[src/rtl/mcu_io_params.svh]
`ifndef MCU_IO_PARAMS_SVH
`define MCU_IO_PARAMS_SVH

// register indices, apb address bits 5..2

// board i/o
`define R_LEDS           0
`define R_ANMUX          1
`define R_KEYS           2

// hardware return stack, write pushes and read pops
`define R_RSTK           3

// memory bridge, address halves then data
`define R_AV_AD_HI       4
`define R_AV_AD_LO       5
`define R_AV_WRITE_DATA  6
`define R_AV_READ_DATA   7

// adc control and result
`define R_ADC_CTRL       8
`define R_ADC_DATA       9

// highest mapped index
`define TOP_REG          9

// return stack depth in words
`define RSTK_DEPTH       32

// sysclk cycles per spi clock half period
`define ADC_SCLK_DIV     4

`endif

[src/rtl/mcu_io_pkg.sv]
`include "mcu_io_params.svh"

package mcu_io_pkg;

    // mcu data word
    typedef logic [15:0] word_t;

    // register index from apb address bits 5..2
    typedef logic [3:0] reg_idx_t;

    // apb byte address, upper bits beyond the index must be zero
    typedef logic [7:0] apb_addr_t;

    // memory bus address, {AV_AD_HI, AV_AD_LO}
    typedef logic [31:0] mem_addr_t;

    // adc result
    typedef logic [11:0] adc_sample_t;

    // one bit per mapped register
    typedef logic [`TOP_REG:0] reg_mask_t;

    // strobes and write data from the apb decoder
    typedef struct packed {
        reg_mask_t load;
        reg_mask_t read;
        word_t     load_data;
    } reg_bus_t;

    // memory bus request, held until waitrequest is low
    typedef struct packed {
        mem_addr_t addr;
        logic      read;
        logic      write;
        word_t     wdata;
    } mem_req_t;

    typedef enum logic [1:0] {
        MEM_IDLE,
        MEM_WRITE,
        MEM_READ,
        MEM_CAPTURE
    } mem_state_e;

    typedef enum logic [1:0] {
        ADC_IDLE,
        ADC_SHIFT,
        ADC_DONE
    } adc_state_e;

endpackage

[src/rtl/adc_spi_master.sv]
`timescale 1ns/10ps
`include "mcu_io_params.svh"

module adc_spi_master import mcu_io_pkg::*; (
    input  logic     sysclk,
    input  logic     reset,
    input  reg_bus_t reg_bus,
    input  logic     adc_miso,
    output logic     adc_cs_n,
    output logic     adc_sclk,
    output logic     adc_mosi,
    output word_t    rd_adc_ctrl,
    output word_t    rd_adc_data
);

    localparam int DIV = `ADC_SCLK_DIV;
    localparam int DW  = $clog2(DIV);

    adc_state_e  state_q;
    logic [3:0]  ctrl_q;
    logic        start_prev_q;
    logic        start_edge;
    logic [DW-1:0] div_cnt_q;
    logic        half_q;
    logic [3:0]  bit_cnt_q;
    logic [15:0] tx_q;
    adc_sample_t rx_q;
    adc_sample_t sample_q;
    logic        half_end;
    logic        busy;

    // bits 2..0 channel, bit 3 start
    always_ff @(posedge sysclk) begin
        if (reset) begin
            ctrl_q       <= '0;
            start_prev_q <= 1'b0;
        end else begin
            if (reg_bus.load[`R_ADC_CTRL]) begin
                ctrl_q <= reg_bus.load_data[3:0];
            end
            start_prev_q <= ctrl_q[3];
        end
    end

    // rising start bit, acted on only when idle
    assign start_edge = ctrl_q[3] && !start_prev_q;

    assign half_end = (div_cnt_q == DW'(DIV - 1));

    always_ff @(posedge sysclk) begin
        if (reset) begin
            state_q   <= ADC_IDLE;
            div_cnt_q <= '0;
            half_q    <= 1'b0;
            bit_cnt_q <= '0;
        end else begin
            case (state_q)
                ADC_IDLE: begin
                    if (start_edge) begin
                        state_q   <= ADC_SHIFT;
                        div_cnt_q <= '0;
                        half_q    <= 1'b0;
                        bit_cnt_q <= '0;
                    end
                end
                ADC_SHIFT: begin
                    div_cnt_q <= half_end ? '0 : div_cnt_q + 1'b1;
                    if (half_end) begin
                        half_q <= !half_q;
                        // end of high half closes one bit
                        if (half_q) begin
                            bit_cnt_q <= bit_cnt_q + 1'b1;
                            if (bit_cnt_q == 4'd15) begin
                                state_q <= ADC_DONE;
                            end
                        end
                    end
                end
                default: state_q <= ADC_IDLE;
            endcase
        end
    end

    // command frame loads on start, moves on each falling sclk
    // miso sampled as sclk rises, last 12 bits kept
    always_ff @(posedge sysclk) begin
        if (state_q == ADC_IDLE && start_edge) begin
            tx_q <= {2'b00, ctrl_q[2:0], 11'b0};
        end else if (state_q == ADC_SHIFT && half_end && half_q) begin
            tx_q <= {tx_q[14:0], 1'b0};
        end
        if (state_q == ADC_SHIFT && half_end && !half_q) begin
            rx_q <= {rx_q[10:0], adc_miso};
        end
        if (state_q == ADC_DONE) begin
            sample_q <= rx_q;
        end
    end

    // sclk low in the first half of each bit, idles high
    assign adc_cs_n = (state_q != ADC_SHIFT);
    assign adc_sclk = (state_q != ADC_SHIFT) || half_q;
    assign adc_mosi = (state_q == ADC_SHIFT) && tx_q[15];

    // busy as soon as the edge is seen
    assign busy = (state_q != ADC_IDLE) || start_edge;

    assign rd_adc_ctrl = {12'h000, ctrl_q};
    assign rd_adc_data = {busy, 3'b000, sample_q};

endmodule

[src/rtl/io_port_regs.sv]
`timescale 1ns/10ps
`include "mcu_io_params.svh"

module io_port_regs import mcu_io_pkg::*; (
    input  logic       sysclk,
    input  logic       reset,
    input  reg_bus_t   reg_bus,
    input  logic [1:0] keys,
    output logic [7:0] leds,
    output logic [3:0] anmux_ctrl,
    output word_t      rd_leds,
    output word_t      rd_anmux,
    output word_t      rd_keys
);

    logic [7:0] leds_q;
    logic [3:0] anmux_q;
    logic [1:0] keys_meta_q;
    logic [1:0] keys_sync_q;

    always_ff @(posedge sysclk) begin
        if (reset) begin
            leds_q  <= '0;
            anmux_q <= '0;
        end else begin
            if (reg_bus.load[`R_LEDS]) begin
                leds_q <= reg_bus.load_data[7:0];
            end
            // analog mux en, a2, a1, a0
            if (reg_bus.load[`R_ANMUX]) begin
                anmux_q <= reg_bus.load_data[3:0];
            end
        end
    end

    // keys are asynchronous, two-flop sync
    always_ff @(posedge sysclk) begin
        if (reset) begin
            keys_meta_q <= '0;
            keys_sync_q <= '0;
        end else begin
            keys_meta_q <= keys;
            keys_sync_q <= keys_meta_q;
        end
    end

    assign leds       = leds_q;
    assign anmux_ctrl = anmux_q;

    // zero-extended read values
    assign rd_leds  = {8'h00, leds_q};
    assign rd_anmux = {12'h000, anmux_q};
    assign rd_keys  = {14'h0000, keys_sync_q};

endmodule

[src/rtl/mcu_io_top.sv]
`timescale 1ns/10ps

module mcu_io_top import mcu_io_pkg::*; (
    input  logic       sysclk,
    input  logic       reset,
    // apb slave
    input  logic       psel,
    input  logic       penable,
    input  logic       pwrite,
    input  apb_addr_t  paddr,
    input  word_t      pwdata,
    output word_t      prdata,
    output logic       pready,
    output logic       pslverr,
    // memory bus master
    output mem_req_t   mem_req,
    input  word_t      mem_rdata,
    input  logic       mem_waitrequest,
    // adc spi
    output logic       adc_cs_n,
    output logic       adc_sclk,
    output logic       adc_mosi,
    input  logic       adc_miso,
    // board i/o
    output logic [7:0] leds,
    output logic [3:0] anmux_ctrl,
    input  logic [1:0] keys
);

    reg_bus_t reg_bus;
    word_t    rd_leds;
    word_t    rd_anmux;
    word_t    rd_keys;
    word_t    rd_rstk;
    word_t    rd_mem;
    word_t    rd_adc_ctrl;
    word_t    rd_adc_data;
    logic     stack_error;
    logic     mem_busy;

    // apb decode, read mux and stall
    reg_bus_ctrl reg_bus_ctrl_inst (
        .sysclk      (sysclk),
        .reset       (reset),
        .psel        (psel),
        .penable     (penable),
        .pwrite      (pwrite),
        .paddr       (paddr),
        .pwdata      (pwdata),
        .rd_leds     (rd_leds),
        .rd_anmux    (rd_anmux),
        .rd_keys     (rd_keys),
        .rd_rstk     (rd_rstk),
        .rd_mem      (rd_mem),
        .rd_adc_ctrl (rd_adc_ctrl),
        .rd_adc_data (rd_adc_data),
        .stack_error (stack_error),
        .mem_busy    (mem_busy),
        .prdata      (prdata),
        .pready      (pready),
        .pslverr     (pslverr),
        .reg_bus     (reg_bus)
    );

    return_stack return_stack_inst (
        .sysclk   (sysclk),
        .reset    (reset),
        .reg_bus  (reg_bus),
        .top_word (rd_rstk),
        .error    (stack_error)
    );

    io_port_regs io_port_regs_inst (
        .sysclk     (sysclk),
        .reset      (reset),
        .reg_bus    (reg_bus),
        .keys       (keys),
        .leds       (leds),
        .anmux_ctrl (anmux_ctrl),
        .rd_leds    (rd_leds),
        .rd_anmux   (rd_anmux),
        .rd_keys    (rd_keys)
    );

    mem_bus_master mem_bus_master_inst (
        .sysclk          (sysclk),
        .reset           (reset),
        .reg_bus         (reg_bus),
        .mem_rdata       (mem_rdata),
        .mem_waitrequest (mem_waitrequest),
        .mem_req         (mem_req),
        .rd_mem          (rd_mem),
        .busy            (mem_busy)
    );

    adc_spi_master adc_spi_master_inst (
        .sysclk      (sysclk),
        .reset       (reset),
        .reg_bus     (reg_bus),
        .adc_miso    (adc_miso),
        .adc_cs_n    (adc_cs_n),
        .adc_sclk    (adc_sclk),
        .adc_mosi    (adc_mosi),
        .rd_adc_ctrl (rd_adc_ctrl),
        .rd_adc_data (rd_adc_data)
    );

endmodule

[src/rtl/mem_bus_master.sv]
`timescale 1ns/10ps
`include "mcu_io_params.svh"

module mem_bus_master import mcu_io_pkg::*; (
    input  logic     sysclk,
    input  logic     reset,
    input  reg_bus_t reg_bus,
    input  word_t    mem_rdata,
    input  logic     mem_waitrequest,
    output mem_req_t mem_req,
    output word_t    rd_mem,
    output logic     busy
);

    mem_state_e state_q;
    word_t      ad_hi_q;
    word_t      ad_lo_q;
    word_t      wdata_q;
    word_t      rdata_q;
    logic       start_write;
    logic       start_read;
    logic       read_done;

    // the write data register triggers both directions
    // software sets the address first and touches write data last
    assign start_write = reg_bus.load[`R_AV_WRITE_DATA];
    assign start_read  = reg_bus.read[`R_AV_WRITE_DATA];

    // read data valid in the cycle waitrequest drops
    assign read_done = (state_q == MEM_READ) && !mem_waitrequest;

    always_ff @(posedge sysclk) begin
        if (reg_bus.load[`R_AV_AD_HI]) begin
            ad_hi_q <= reg_bus.load_data;
        end
        if (reg_bus.load[`R_AV_AD_LO]) begin
            ad_lo_q <= reg_bus.load_data;
        end
        if (start_write) begin
            wdata_q <= reg_bus.load_data;
        end
        if (read_done) begin
            rdata_q <= mem_rdata;
        end
    end

    always_ff @(posedge sysclk) begin
        if (reset) begin
            state_q <= MEM_IDLE;
        end else begin
            case (state_q)
                MEM_IDLE: begin
                    if (start_write) begin
                        state_q <= MEM_WRITE;
                    end else if (start_read) begin
                        state_q <= MEM_READ;
                    end
                end
                MEM_WRITE: begin
                    if (!mem_waitrequest) begin
                        state_q <= MEM_IDLE;
                    end
                end
                MEM_READ: begin
                    if (!mem_waitrequest) begin
                        state_q <= MEM_CAPTURE;
                    end
                end
                // extra cycle so read data settles before the next access
                default: state_q <= MEM_IDLE;
            endcase
        end
    end

    always_comb begin
        mem_req.addr  = {ad_hi_q, ad_lo_q};
        mem_req.read  = (state_q == MEM_READ);
        mem_req.write = (state_q == MEM_WRITE);
        mem_req.wdata = wdata_q;
    end

    // stalls the apb side through request and capture
    assign busy = (state_q != MEM_IDLE);

    // read strobes are one-hot, so and-or picks the register
    assign rd_mem = ({16{reg_bus.read[`R_AV_AD_HI]}} & ad_hi_q)
                  | ({16{reg_bus.read[`R_AV_AD_LO]}} & ad_lo_q)
                  | ({16{reg_bus.read[`R_AV_WRITE_DATA]}} & wdata_q)
                  | ({16{reg_bus.read[`R_AV_READ_DATA]}} & rdata_q);

endmodule

[src/rtl/reg_bus_ctrl.sv]
`timescale 1ns/10ps
`include "mcu_io_params.svh"

module reg_bus_ctrl import mcu_io_pkg::*; (
    input  logic      sysclk,
    input  logic      reset,
    input  logic      psel,
    input  logic      penable,
    input  logic      pwrite,
    input  apb_addr_t paddr,
    input  word_t     pwdata,
    input  word_t     rd_leds,
    input  word_t     rd_anmux,
    input  word_t     rd_keys,
    input  word_t     rd_rstk,
    input  word_t     rd_mem,
    input  word_t     rd_adc_ctrl,
    input  word_t     rd_adc_data,
    input  logic      stack_error,
    input  logic      mem_busy,
    output word_t     prdata,
    output logic      pready,
    output logic      pslverr,
    output reg_bus_t  reg_bus
);

    // writes to these are dropped without error
    localparam reg_mask_t RO_MASK = reg_mask_t'((1 << `R_KEYS)
                                               | (1 << `R_AV_READ_DATA)
                                               | (1 << `R_ADC_DATA));

    reg_idx_t  idx;
    logic      mapped;
    logic      access;
    logic      acc_done_q;
    reg_mask_t sel;

    assign idx = paddr[5:2];

    // unmapped if above top register or outside the 64-byte window
    assign mapped = (paddr[7:6] == 2'b00) && (idx <= reg_idx_t'(`TOP_REG));

    // access phase completes unless the memory bridge is still busy
    assign access = psel && penable && !acc_done_q && !mem_busy;

    assign sel = mapped ? (reg_mask_t'(1) << idx) : '0;

    // strobes live only in the completing cycle
    assign reg_bus.load      = (access && pwrite) ? (sel & ~RO_MASK) : '0;
    assign reg_bus.read      = (access && !pwrite) ? sel : '0;
    assign reg_bus.load_data = pwdata;

    assign pready  = access;
    assign pslverr = access && (!mapped || stack_error);

    // one strobe per access, even if penable is held past pready
    always_ff @(posedge sysclk) begin
        if (reset) begin
            acc_done_q <= 1'b0;
        end else begin
            acc_done_q <= psel && penable && (acc_done_q || access);
        end
    end

    // read mux by index
    // bridge registers share one return word
    always_comb begin
        case (idx)
            `R_LEDS:          prdata = rd_leds;
            `R_ANMUX:         prdata = rd_anmux;
            `R_KEYS:          prdata = rd_keys;
            `R_RSTK:          prdata = rd_rstk;
            `R_AV_AD_HI,
            `R_AV_AD_LO,
            `R_AV_WRITE_DATA,
            `R_AV_READ_DATA:  prdata = rd_mem;
            `R_ADC_CTRL:      prdata = rd_adc_ctrl;
            `R_ADC_DATA:      prdata = rd_adc_data;
            default:          prdata = '0;
        endcase
    end

endmodule

[src/rtl/return_stack.sv]
`timescale 1ns/10ps
`include "mcu_io_params.svh"

module return_stack import mcu_io_pkg::*; (
    input  logic     sysclk,
    input  logic     reset,
    input  reg_bus_t reg_bus,
    output word_t    top_word,
    output logic     error
);

    localparam int DEPTH = `RSTK_DEPTH;
    localparam int AW    = $clog2(DEPTH);

    // pointer counts entries, 0 to DEPTH
    logic [AW:0]   ptr_q;
    logic [AW-1:0] top_idx;
    logic          push;
    logic          pop;
    logic          full;
    logic          empty;
    word_t         stack_mem [DEPTH];

    assign push  = reg_bus.load[`R_RSTK];
    assign pop   = reg_bus.read[`R_RSTK];
    assign full  = (ptr_q == (AW+1)'(DEPTH));
    assign empty = (ptr_q == '0);

    // wraps to the last slot when full
    assign top_idx = ptr_q[AW-1:0] - AW'(1);

    // empty stack pops as zero
    assign top_word = empty ? '0 : stack_mem[top_idx];

    // overflow or underflow on this strobe
    assign error = (push && full) || (pop && empty);

    always_ff @(posedge sysclk) begin
        if (push && !full) begin
            stack_mem[ptr_q[AW-1:0]] <= reg_bus.load_data;
        end
    end

    always_ff @(posedge sysclk) begin
        if (reset) begin
            ptr_q <= '0;
        end else if (push && !full) begin
            ptr_q <= ptr_q + 1'b1;
        end else if (pop && !empty) begin
            ptr_q <= ptr_q - 1'b1;
        end
    end

endmodule

[config.mk]
export PLATFORM = sky130hd
export DESIGN_NAME = mcu_io_top
export DESIGN_NICKNAME = d
export VERILOG_FILES = /design/src/rtl/mcu_io_pkg.sv /design/src/rtl/adc_spi_master.sv /design/src/rtl/io_port_regs.sv /design/src/rtl/mcu_io_top.sv /design/src/rtl/mem_bus_master.sv /design/src/rtl/reg_bus_ctrl.sv /design/src/rtl/return_stack.sv
export VERILOG_INCLUDE_DIRS = /design/src /design/src/rtl
export SDC_FILE = /design/constraint.sdc
export NUM_CORES = 1
export LEC_CHECK = 0
export ABC_AREA = 1
export BUFFER_PORTS_ARGS = -buffer_cell sky130_fd_sc_hd__buf_2
export CAP_MARGIN = 20
export CORE_ASPECT_RATIO = 0.8
export CORE_UTILIZATION = 45
export CTS_CLUSTER_DIAMETER = 100
export DETAILED_ROUTE_END_ITERATION = 7
export HOLD_SLACK_MARGIN = 0.15
export SLEW_MARGIN = 40
export SYNTH_ARGS = -nofsm -noshare
export SYNTH_HDL_FRONTEND = slang
export SYNTH_SLANG_ARGS = --single-unit
[constraint.sdc]
create_clock -name sysclk -period 5.1 [get_ports sysclk]
set_input_delay 0.51 -clock sysclk [delete_from_list [all_inputs] [get_ports sysclk]]
set_output_delay 0.51 -clock sysclk [all_outputs]
set_load 0.02 [all_outputs]
; Yosys cells after proc, flatten, opt, wreduce, memory -nomap -nowiden
; Memories as Yosys holds them, arrays and structs flattened.
; Index checks and enable logic that the tools add are counted.
[totals]
ram_bits = 512
out_inout_bits = 83
reg_bits = 132
n_memories = 1
[mem_list]
columns = name, words, word_bits, read_ports, rd_clocked_by_memory_dff, write_ports, line_no
row1 = return_stack_inst.stack_mem, 32, 16, 1, 0, 1, return_stack.sv:22  ; word_t stack_mem [DEPTH];
[op_classes]
bitwise = 7
n_lt_le_gt_ge = 1
n_shift = 1
reduce_logical = 49
n_mux = 31
add_sub_neg = 5
n_eq_ne = 24
[op_table]
columns = operator, count
row1 = 16-bit case mux with 7 select lines, 1
row2 = 16-bit bitwise AND, 4
row3 = 16-bit bitwise OR, 3
row4 = 14-bit 2-to-1 mux, 2
row5 = 2-bit 2-to-1 mux, 10
row6 = 1-bit logical AND, 19
row7 = 9-bit 2-to-1 mux, 2
row8 = "4-bit by 3-bit == test with 1-bit output, second input constant", 4
row9 = 16-bit 2-to-1 mux, 1
row10 = "4-bit == test, second input constant", 3
row11 = 4-bit 2-to-1 mux, 3
row12 = 6-bit 2-to-1 mux, 2
row13 = "2-bit by 1-bit != test with 1-bit output, second input constant", 5
row14 = 2-bit nonzero test, 5
row15 = 1-bit zero test, 9
row16 = "1-bit by 4-bit left shift with 9-bit output, first input constant", 1
row17 = "4-bit by 2-bit == test with 1-bit output, second input constant", 2
row18 = 8-bit 2-to-1 mux, 1
row19 = 2-bit case mux with 2 select lines, 2
row20 = 4-bit case mux with 2 select lines, 1
row21 = 4-bit AND reduction, 2
row22 = "6-bit by 1-bit adder with 6-bit output, second input constant", 1
row23 = "2-bit == test, second input constant", 3
row24 = "6-bit == test, second input constant", 1
row25 = other kinds (19), 31

; Depth between registers and ports, before layout
; Gate-level depths: netlist (run 1).
[logic_depth]
word_depth = 10
depth_mapped = 18

; Modules after synthesis
; From an unflattened synthesis (run 1), not the netlist that was laid out.
[unflattened]
cells_unflattened = 2588
area_unflattened_um2 = 28068.2
[by_module_without_submodules]
columns = mod, area_per_inst_um2, cells_per_inst, n_inst, seq_area_each_um2
row1 = return_stack, 21393.0, 1817, 1, 15494.9
row2 = mem_bus_master, 2464.9, 171, 1, 1961.9
row3 = adc_spi_master, 1690.4, 147, 1, 1131.1
row4 = reg_bus_ctrl, 1536.5, 321, 1, 20.0
row5 = io_port_regs, 983.4, 132, 1, 320.3

; Least setup slack after synthesis (run 1)
; Ideal clock, no wire load.
[synth_path]
path_kind = reg2reg
startpoint = reg return_stack_inst.ptr_q[0]
endpoint = mem return_stack_inst.stack_mem[0][0] in the netlist's numbering, enable pin
path_buffers = 2
setup_time_ns = 0.430
slack_ns = 1.791
arrival_ns = 2.879
path_stages_with_launch = 7
synth_period_minus_slack_ns = 3.309
path_cell_list = dfxtp_1 > inv_1 > buf_2 > buf_2 > ha_1 > nand3_2 > nor4_1
[synth_via]
elab_chain_len = 5
[synth_lines]
columns = element, line_no
row1 = "start, declared", return_stack.sv:16  ; logic [AW:0] ptr_q;
row2 = "start signal, assigned", return_stack.sv:48  ; ptr_q <= ptr_q + 1'b1;
row3 = "start signal, assigned", return_stack.sv:50  ; ptr_q <= ptr_q - 1'b1;
row4 = 6-bit == test, return_stack.sv:26  ; assign full = (ptr_q == (AW+1)'(DEPTH));
row5 = 1-bit zero test, return_stack.sv:39  ; if (push && !full) begin
row6 = 1-bit logical AND, return_stack.sv:39
row7 = 1-bit 2-to-1 mux, return_stack.sv:39
row8 = 1-bit 2-to-1 mux (not written as such), return_stack.sv:40  ; stack_mem[ptr_q[AW-1:0]] <= reg_bus.load_data;
row9 = "end, declared", return_stack.sv:22
; Several ways; a longest one is shown, not always the timed one.

; Worst setup path in the final report (run 1)
[layout_path]
startpoint = reg return_stack_inst.ptr_q[0]
endpoint = out prdata[10]
[layout_via]
elab_chain_len = 4
[layout_lines]
columns = element, line_no
row1 = 5-bit by 1-bit subtractor with 5-bit output, return_stack.sv:30  ; assign top_idx = ptr_q[AW-1:0] - AW'(1);
row2 = memory read 32 x 16 bit, n/a
row3 = 16-bit 2-to-1 mux *, return_stack.sv:33  ; assign top_word = empty ? '0 : stack_mem[top_idx];
row4 = 16-bit case mux with 7 select lines *, reg_bus_ctrl.sv:68  ; case (idx)
row5 = "end, declared", mcu_io_top.sv:12  ; output word_t prdata,
; Mark *: on every way between the ends. The rest lies on a longest branch, timed or not.

==> results of run 1 <==
worst max-delay path by stage:
stage                                    start                                end  slack, ns  cells after the start
finish              return_stack_inst.ptr_q[0]                         prdata[10]       0.96                     12
global route        return_stack_inst.ptr_q[0]                         prdata[14]       0.78                     12
CTS                 return_stack_inst.ptr_q[0]                         prdata[13]       0.98                     12
detailed placement  return_stack_inst.ptr_q[0]                         prdata[13]       1.66                     12
global placement    return_stack_inst.ptr_q[0]                         prdata[13]       1.40                     12
floorplan           return_stack_inst.ptr_q[0]  return_stack_inst.stack_mem[0][0]       1.79                      6
cell usage after synthesis, drive strengths merged, types with 2 or more instances:
cell type and number:
a211oi 11, a21oi 22, a32o 4, buf 97
clkbuf 23, dfxtp 41, edfxtp 603, ha 11
inv 215, nand2 699, nand3 423, nand4 14
nor2 130, nor3 15, o2111ai 2, o211ai 17
o21ai 30, o31ai 2, or2 78, xnor2 3
xor2 3
state kept, by name (all words and copies together), names as in the netlist, 6 cells and up:
signal	count
mem_bus_master_inst.rdata_q	16
mem_bus_master_inst.ad_hi_q	16
adc_spi_master_inst.rx_q	12
return_stack_inst.ptr_q	6
return_stack_inst.stack_mem	512
mem_bus_master_inst.ad_lo_q	16
io_port_regs_inst.leds	8
adc_spi_master_inst.sample_q	12
mem_bus_master_inst.wdata_q	16
through the flow:
step | power, mW | std cells | area, µm² | utilization [%]
after detailed placement | 6.231 | 3289 | 28920 | 48.23
after global placement | 6.218 | 3287 | 28850 | 48.12
after global routing | 11.07 | 3421 | 31170 | 51.99
after floorplan | 6.058 | 2448 | 27410 | -
final | 10.77 | 3421 | 31170 | 51.99
after CTS | 10.83 | 3421 | 31140 | 51.94
power by group through the flow:
stage	combinational, mW	clock, mW	sequential, mW
4_1_cts	0.320	4.70	5.81
6_report	0.322	4.64	5.81
3_5_place_dp	0.308	0	5.92
5_1_grt	0.346	4.92	5.81
3_3_place_gp	0.296	0	5.92
2_1_floorplan	0.136	0	5.92
final cells by class:
class	count	area, µm²
Tap cell	779	974.7
Clock buffer	74	1622
Clock inverter	39	414.1
Timing Repair Buffer	201	1373
Fill cell	5110	28790
Multi-Input combinational cell	1469	7039
Inverter	215	817.0
Sequential cell	644	18930
kinds of logic after synthesis:
group / synth area share [%]
buffers and inverters: 5.418
xor gates and xnor gates: 0.3560
DFF: 69.05
adders and majority gates: 0.5751
and+or+nand+nor: 22.37
AOI/OAI and AO/OA: 2.227
critical path: cells and delay by family (launching register included):
family | cells | cell delay, ns
buf+inv | 3 | 1.43
simple gates | 9 | 1.02
flops | 1 | 0.42
per-layer routing:
layer,global-route usage [%],vias up
met5,0,-
met4,6.202,2
met3,5.499,109
met2,34.91,611
met1,33.57,8926
li1,-,8617
==> results.sh, run 1 <==
export IMPL_yosysTopAreaCellShare_pct=66.06
export IMPL_final_common_cell="nand2_1"
export IMPL_rr_startpoint="return_stack_inst.ptr_q[3]"
export IMPL_grt_start_max_net_pins=162
export IMPL_worst_slack_ns=0.9643
export IMPL_cts_tree="built"
export IMPL_finalSetupViolCount=0
export IMPL_hold_viol=0
export IMPL_r2r_cells=9
export IMPL_ir_drop_mv=0.2837
export IMPL_drt_iter0_drc=1832
export IMPL_whs_path_depth=3
export IMPL_power_frac_seq_pct=53.9
export IMPL_fp_dieH_um=222.8
export IMPL_wl_met1_um=31540
export IMPL_crit_fanout=112
export IMPL_worst_setup_path_end_kind="output pin"
export IMPL_cts_buffer_depth=3
export IMPL_clk_pin_slew_ns=0.07
export IMPL_rsz0062_at_grt="no"
export IMPL_layout_nets=2653
export IMPL_worst_path_most_repeated_cell="nand2_1"
export IMPL_cts_resized=0
export IMPL_r2r_end="return_stack_inst.stack_mem[18][14]"
export IMPL_ys_ff_latch=644
export IMPL_synth_top_area_cell="edfxtp_1"
export IMPL_n_antenna_cell=0
export IMPL_synthCells=2448
export IMPL_crit_chain="buf_4, buf_6, or2_2, nand3_1, nand2_1, nand2_1, nand3_1, nand3_1, nand2_1, nand2_1, nand2_1, buf_2"
export IMPL_syn_area_um2=27410
export IMPL_max_freq_mhz=241.8
export IMPL_intPower_mw=8.496
export IMPL_wl_met3_um=6255
export IMPL_yosys_top_cells_area="edfxtp_1 (66%), nand2_1 (9.4%), nand3_1 (7.5%), dfxtp_1 (3.0%), inv_1 (2.8%)"
export IMPL_async_flop_share_pct=0
export IMPL_ys_seq_area_share_pct=69.05
export IMPL_grt_ovfl_total=0
export IMPL_worstSetupPathType="reg -> out"
export IMPL_area_delta_synth_final_pct=13.71
export IMPL_gr_usage_all_layers_pct=23.16
export IMPL_p_leak_nw=11.97
export IMPL_route_top_layer_used="met5"
export IMPL_swShare_pct=21.10
export IMPL_insertion_delay_ns=0.66
export IMPL_r2r_setup_slack_ns=2.39
export IMPL_power_density_nw_per_um2=345.5
export IMPL_rows=80
export IMPL_wl_um=71520
export IMPL_vias_per_cell=5.339
export IMPL_tns_ns=0
export IMPL_synth_edff_count=603
export IMPL_cts_root_buf="clkbuf_16"
export IMPL_antenna_found_initial=1
export IMPL_whs_ns=0.2013
export IMPL_hold_class="in -> reg"
export IMPL_io_pin_count=132
export IMPL_combPwrFrac_pct=3.0
export IMPL_dieArea_um2=61910
export IMPL_final_cell_mix="nand2_1 (689), edfxtp_1 (603), nand3_1 (413)"
export IMPL_crit_slowest_cell="buf_6"
export IMPL_holdPathEnd="reg_bus_ctrl_inst.acc_done_q"
export IMPL_ctsHoldBuffers=19
export IMPL_cp_start_kind="register"
export IMPL_post_cts_buffers=0
export IMPL_worstPathArrival_ns=3.63
export IMPL_drt_pass1_iterations=6
export IMPL_cap_viol_max_count=0
export IMPL_avgSynthCellArea_um2=11.20
export IMPL_skew_ns=0.04218
export IMPL_synth_warnings=0
export IMPL_vias=18270
export IMPL_dieWidth_um=277.9
export IMPL_tightest_slew_ns=0.9322
export IMPL_grt_first_pass_wirelength_um=106900
export IMPL_synth_cell_types=45
export IMPL_core_area_um2=59960
export IMPL_hpwl_um=42450
export IMPL_drv_slew=0
export IMPL_syn_num_nets=2509
export IMPL_crit_required_ns=4.59
export IMPL_grt_pass1_vias=17510
export IMPL_clock_power_share_pct=43.1
export IMPL_period_share_pct=81.09
export IMPL_clock_sinks=644
export IMPL_port_buffers=129
export IMPL_wl_per_cell_um=20.91
export IMPL_ctsHtreeMaxLevel=2
export IMPL_synth_top_flop_cell="edfxtp_1"
export IMPL_initial_core_util_pct=45.72
export IMPL_p_sw_mw=2.273
export IMPL_cts_buffers=61
export IMPL_hp_start="penable"
export IMPL_wl_met2_um=32190
export IMPL_outcome="complete, no violations"
export IMPL_detail_route_antenna_nets=0
export IMPL_place_gp_congestion=0.8716
export IMPL_drive_gt1_share_pct=15.90
export IMPL_post_route_drc_count=0
export IMPL_slew_headroom_pct=37.86
export IMPL_place_ws_ns=1.662
export IMPL_slowest_delay_ns=0.66
export IMPL_post_route_min_period_ns=4.136
No activity file was read; power rests on OpenSTA's default activity.
==> run 2: changes to the inputs <==
--- a/config.mk
+++ b/config.mk
@@ -6,7 +6,7 @@
 export SDC_FILE = /design/constraint.sdc
 export NUM_CORES = 1
 export LEC_CHECK = 0
-export ABC_AREA = 1
+export ABC_AREA = 0
 export BUFFER_PORTS_ARGS = -buffer_cell sky130_fd_sc_hd__buf_2
 export CAP_MARGIN = 20
 export CORE_ASPECT_RATIO = 0.8
==> constraint.sdc (replaced) <==
create_clock -name sysclk -period 4 [get_ports sysclk]
set_input_delay 0.4 -clock sysclk [delete_from_list [all_inputs] [get_ports sysclk]]
set_output_delay 0.4 -clock sysclk [all_outputs]
set_load 0.02 [all_outputs]
==> results.sh, run 2 <==
export IMPL_io_pin_count=132
export IMPL_finalSetupViolCount=0
export IMPL_fp_dieH_um=214.1
export IMPL_clock_power_share_pct=43.5
export IMPL_placed_area_um2=27180
export IMPL_intPower_mw=10.77
export IMPL_port_buffers=129
export IMPL_p_sw_mw=2.684
export IMPL_synth_top_flop_cell="edfxtp_1"
export IMPL_drive_gt1_share_pct=32.68
export IMPL_syn_num_nets=1319
export IMPL_combPwrFrac_pct=1.8
export IMPL_worst_setup_path_end_kind="output pin"
export IMPL_drv_slew=0
export IMPL_antenna_found_initial=2
export IMPL_initial_core_util_pct=45.69
export IMPL_crit_fanout=25
export IMPL_cts_tree="built"
export IMPL_worstSetupPathType="reg -> out"
export IMPL_place_gp_congestion=0.8540
export IMPL_design_area_um2=29530
export IMPL_hold_class="in -> reg"
export IMPL_cp_start_kind="register"
export IMPL_drt_pass1_iterations=5
export IMPL_final_common_cell="edfxtp_1"
export IMPL_drt_iter0_drc=1362
export IMPL_synth_edff_count=603
export IMPL_grt_start_max_net_pins=54
export IMPL_core_area_um2=55400
export IMPL_post_route_min_period_ns=3.832
export IMPL_vias=13060
export IMPL_swShare_pct=19.96
export IMPL_ys_ff_latch=644
export IMPL_wl_per_cell_um=26.06
export IMPL_skew_ns=0.02929
export IMPL_outcome="complete, no violations"
export IMPL_grt_ovfl_total=0
export IMPL_cap_viol_max_count=0
export IMPL_grt_pass1_vias=13160
export IMPL_hold_viol=0
export IMPL_syn_area_um2=25310
export IMPL_cts_buffer_depth=3
export IMPL_post_route_util_pct=53.30
export IMPL_grt_first_pass_wirelength_um=88130
export IMPL_vias_per_cell=5.728
export IMPL_layout_nets=1542
export IMPL_final_cell_mix="edfxtp_1 (603), mux4_2 (148), buf_2 (129)"
export IMPL_largest_reg_flops=512
export IMPL_crit_required_ns=3.60
export IMPL_cts_root_buf="clkbuf_16"
export IMPL_rows=77
export IMPL_synth_top_area_cell="edfxtp_1"
export IMPL_synth_warnings=0
export IMPL_area_delta_synth_final_pct=16.65
export IMPL_slew_headroom_pct=42.91
export IMPL_period_share_pct=95.81
export IMPL_ctsHtreeMaxLevel=2
export IMPL_power_frac_seq_pct=54.7
export IMPL_clock_sinks=644
export IMPL_detail_route_antenna_nets=0
export IMPL_n_antenna_cell=0
export IMPL_async_flop_share_pct=0
export IMPL_post_route_drc_count=0
export IMPL_yosys_top_cells_count="edfxtp_1 (603), mux4_2 (148), nor2_1 (62), nand2_1 (60), dfxtp_1 (41)"
export IMPL_yosysTopAreaCellShare_pct=71.53
export IMPL_dieArea_um2=57210
export IMPL_dieWidth_um=267.2
export IMPL_nFillCells=4365
export IMPL_ys_seq_area_share_pct=74.78
export IMPL_ir_drop_mv=0.3721
export IMPL_gr_usage_all_layers_pct=21.25
export IMPL_yosysMostFrequentCell="edfxtp_1"
export IMPL_r2r_setup_slack_ns=0.61
export IMPL_cts_buffers=60
export IMPL_synthCells=1258
export IMPL_avgSynthCellArea_um2=20.12
export IMPL_insertion_delay_ns=0.64
export IMPL_yosys_top_cells_area="edfxtp_1 (72%), mux4_2 (13%), dfxtp_1 (3.2%), mux2i_1 (1.5%), mux2_2 (1.3%)"
export IMPL_clk_pin_slew_ns=0.06
export IMPL_wl_um=59420
export IMPL_power_density_nw_per_um2=455.5
export IMPL_p_leak_nw=9.655
export IMPL_worstPathArrival_ns=3.43
export IMPL_rsz0062_at_grt="yes"
export IMPL_synth_cell_types=69
export IMPL_max_freq_mhz=260.9
export IMPL_hpwl_um=37480
export IMPL_tightest_slew_ns=0.8564
[run 2: cell types whose count changed after synthesis, moves of 13 or more]
cell,before,now
nor2b_1,0,13
nand2_1,689,60
inv_1,204,8
mux2_2,0,30
mux2i_1,0,38
nand3_1,413,22
buf_4,25,10
or2_2,78,1
o21ai_0,22,8
mux4_2,0,148
nor2_1,112,62
buf_2,66,16
[run 2: metrics by stage]
| step | TNS (ns) | total power, mW | hold WS [ns] | cells | setup WS (ns) |
|---|---|---|---|---|---|
| 3_5_place_dp | 0 | 7.725 | 0.4265 | 2144 | 0.5407 |
| 6_report | 0 | 13.45 | 0.2932 | 2280 | 0.1675 |
| 2_1_floorplan | 0 | 7.575 | 0.4003 | 1258 | 0.1403 |
| 3_3_place_gp | 0 | 7.717 | 0.4034 | 2144 | 0.6238 |
| 4_1_cts | 0 | 13.56 | 0.2806 | 2277 | 0.004844 |
| 5_1_grt | -0.002798 | 13.83 | 0.3153 | 2280 | -0.002798 |
[run 2: logic make-up (layout without fill, tap and decap cells)]
logic type,count (synthesis),after routing,share of synthesized area (%)
flip-flops,644,644,74.78
buffers and inverters,70,342,1.384
adder cells (fa/ha/maj),12,12,0.6228
multiplexers,217,217,16.06
XOR/XNOR,10,10,0.3460
AO/OA/AOI/OAI,91,91,2.605
AND/OR/NAND/NOR,214,214,4.202
[run 2: cell type report]
class,count,area (µm²),area share [%]
Clock buffer,66,1524,5.161
Clock inverter,45,499.2,1.691
Inverter,8,30.03,0.1017
Multi-Input combinational cell,544,6122,20.73
Sequential cell,644,18930,64.12
Tap cell,750,938.4,3.178
Timing Repair Buffer,223,1481,5.017
[run 2: layer usage]
layer / vias up / track usage (%) / routed length [µm]
li1: 5636 / - / -
met1: 6887 / 33.51 / 27620
met2: 463 / 31.10 / 26730
met3: 74 / 3.089 / 4020
met4: 0 / 5.268 / 1054
met5: - / 0 / 0
[run 2: final timing paths]
kind                                                   start                               end  depth (start not counted)
worst min register to register  adc_spi_master_inst.rx_q[11]  adc_spi_master_inst.sample_q[11]                          0
worst max-delay path              return_stack_inst.ptr_q[1]                         prdata[0]                          8
worst max register to register    return_stack_inst.ptr_q[0]        return_stack_inst.ptr_q[5]                         12
worst min-delay path                               pwdata[9]    mem_bus_master_inst.ad_lo_q[9]                          1
[run 2: worst max-delay path, stage by stage, from the launching register on]
cell and delay [ns]:
dfxtp_2 0.44, inv_1 0.17, ha_4 0.39, buf_4 0.37, mux4_2 0.40, mux2_2 0.27, a22o_1 0.24, or3_1 0.34
buf_2 0.18
[run 2: power by group through the flow]
stage	sequential, mW	clock [mW]	combinational (mW)
2_1_floorplan	7.50	0	0.0712
3_3_place_gp	7.50	0	0.215
3_5_place_dp	7.50	0	0.223
4_1_cts	7.36	5.96	0.241
5_1_grt	7.35	6.22	0.259
6_report	7.36	5.85	0.240
[run 2: repair_timing]
| item | 4_1_cts | 5_1_grt |
|---|---|---|
| cloned | 0 | 1 |
| setup endpoints to repair | 9 | 4 |
| hold buffers | 22 | 0 |
| endpoints found under the hold margin | 21 | 0 |
| gates resized for setup | 4 | 3 |
| buffers inserted | 0 | 2 |
| pin swaps | 1 | 4 |
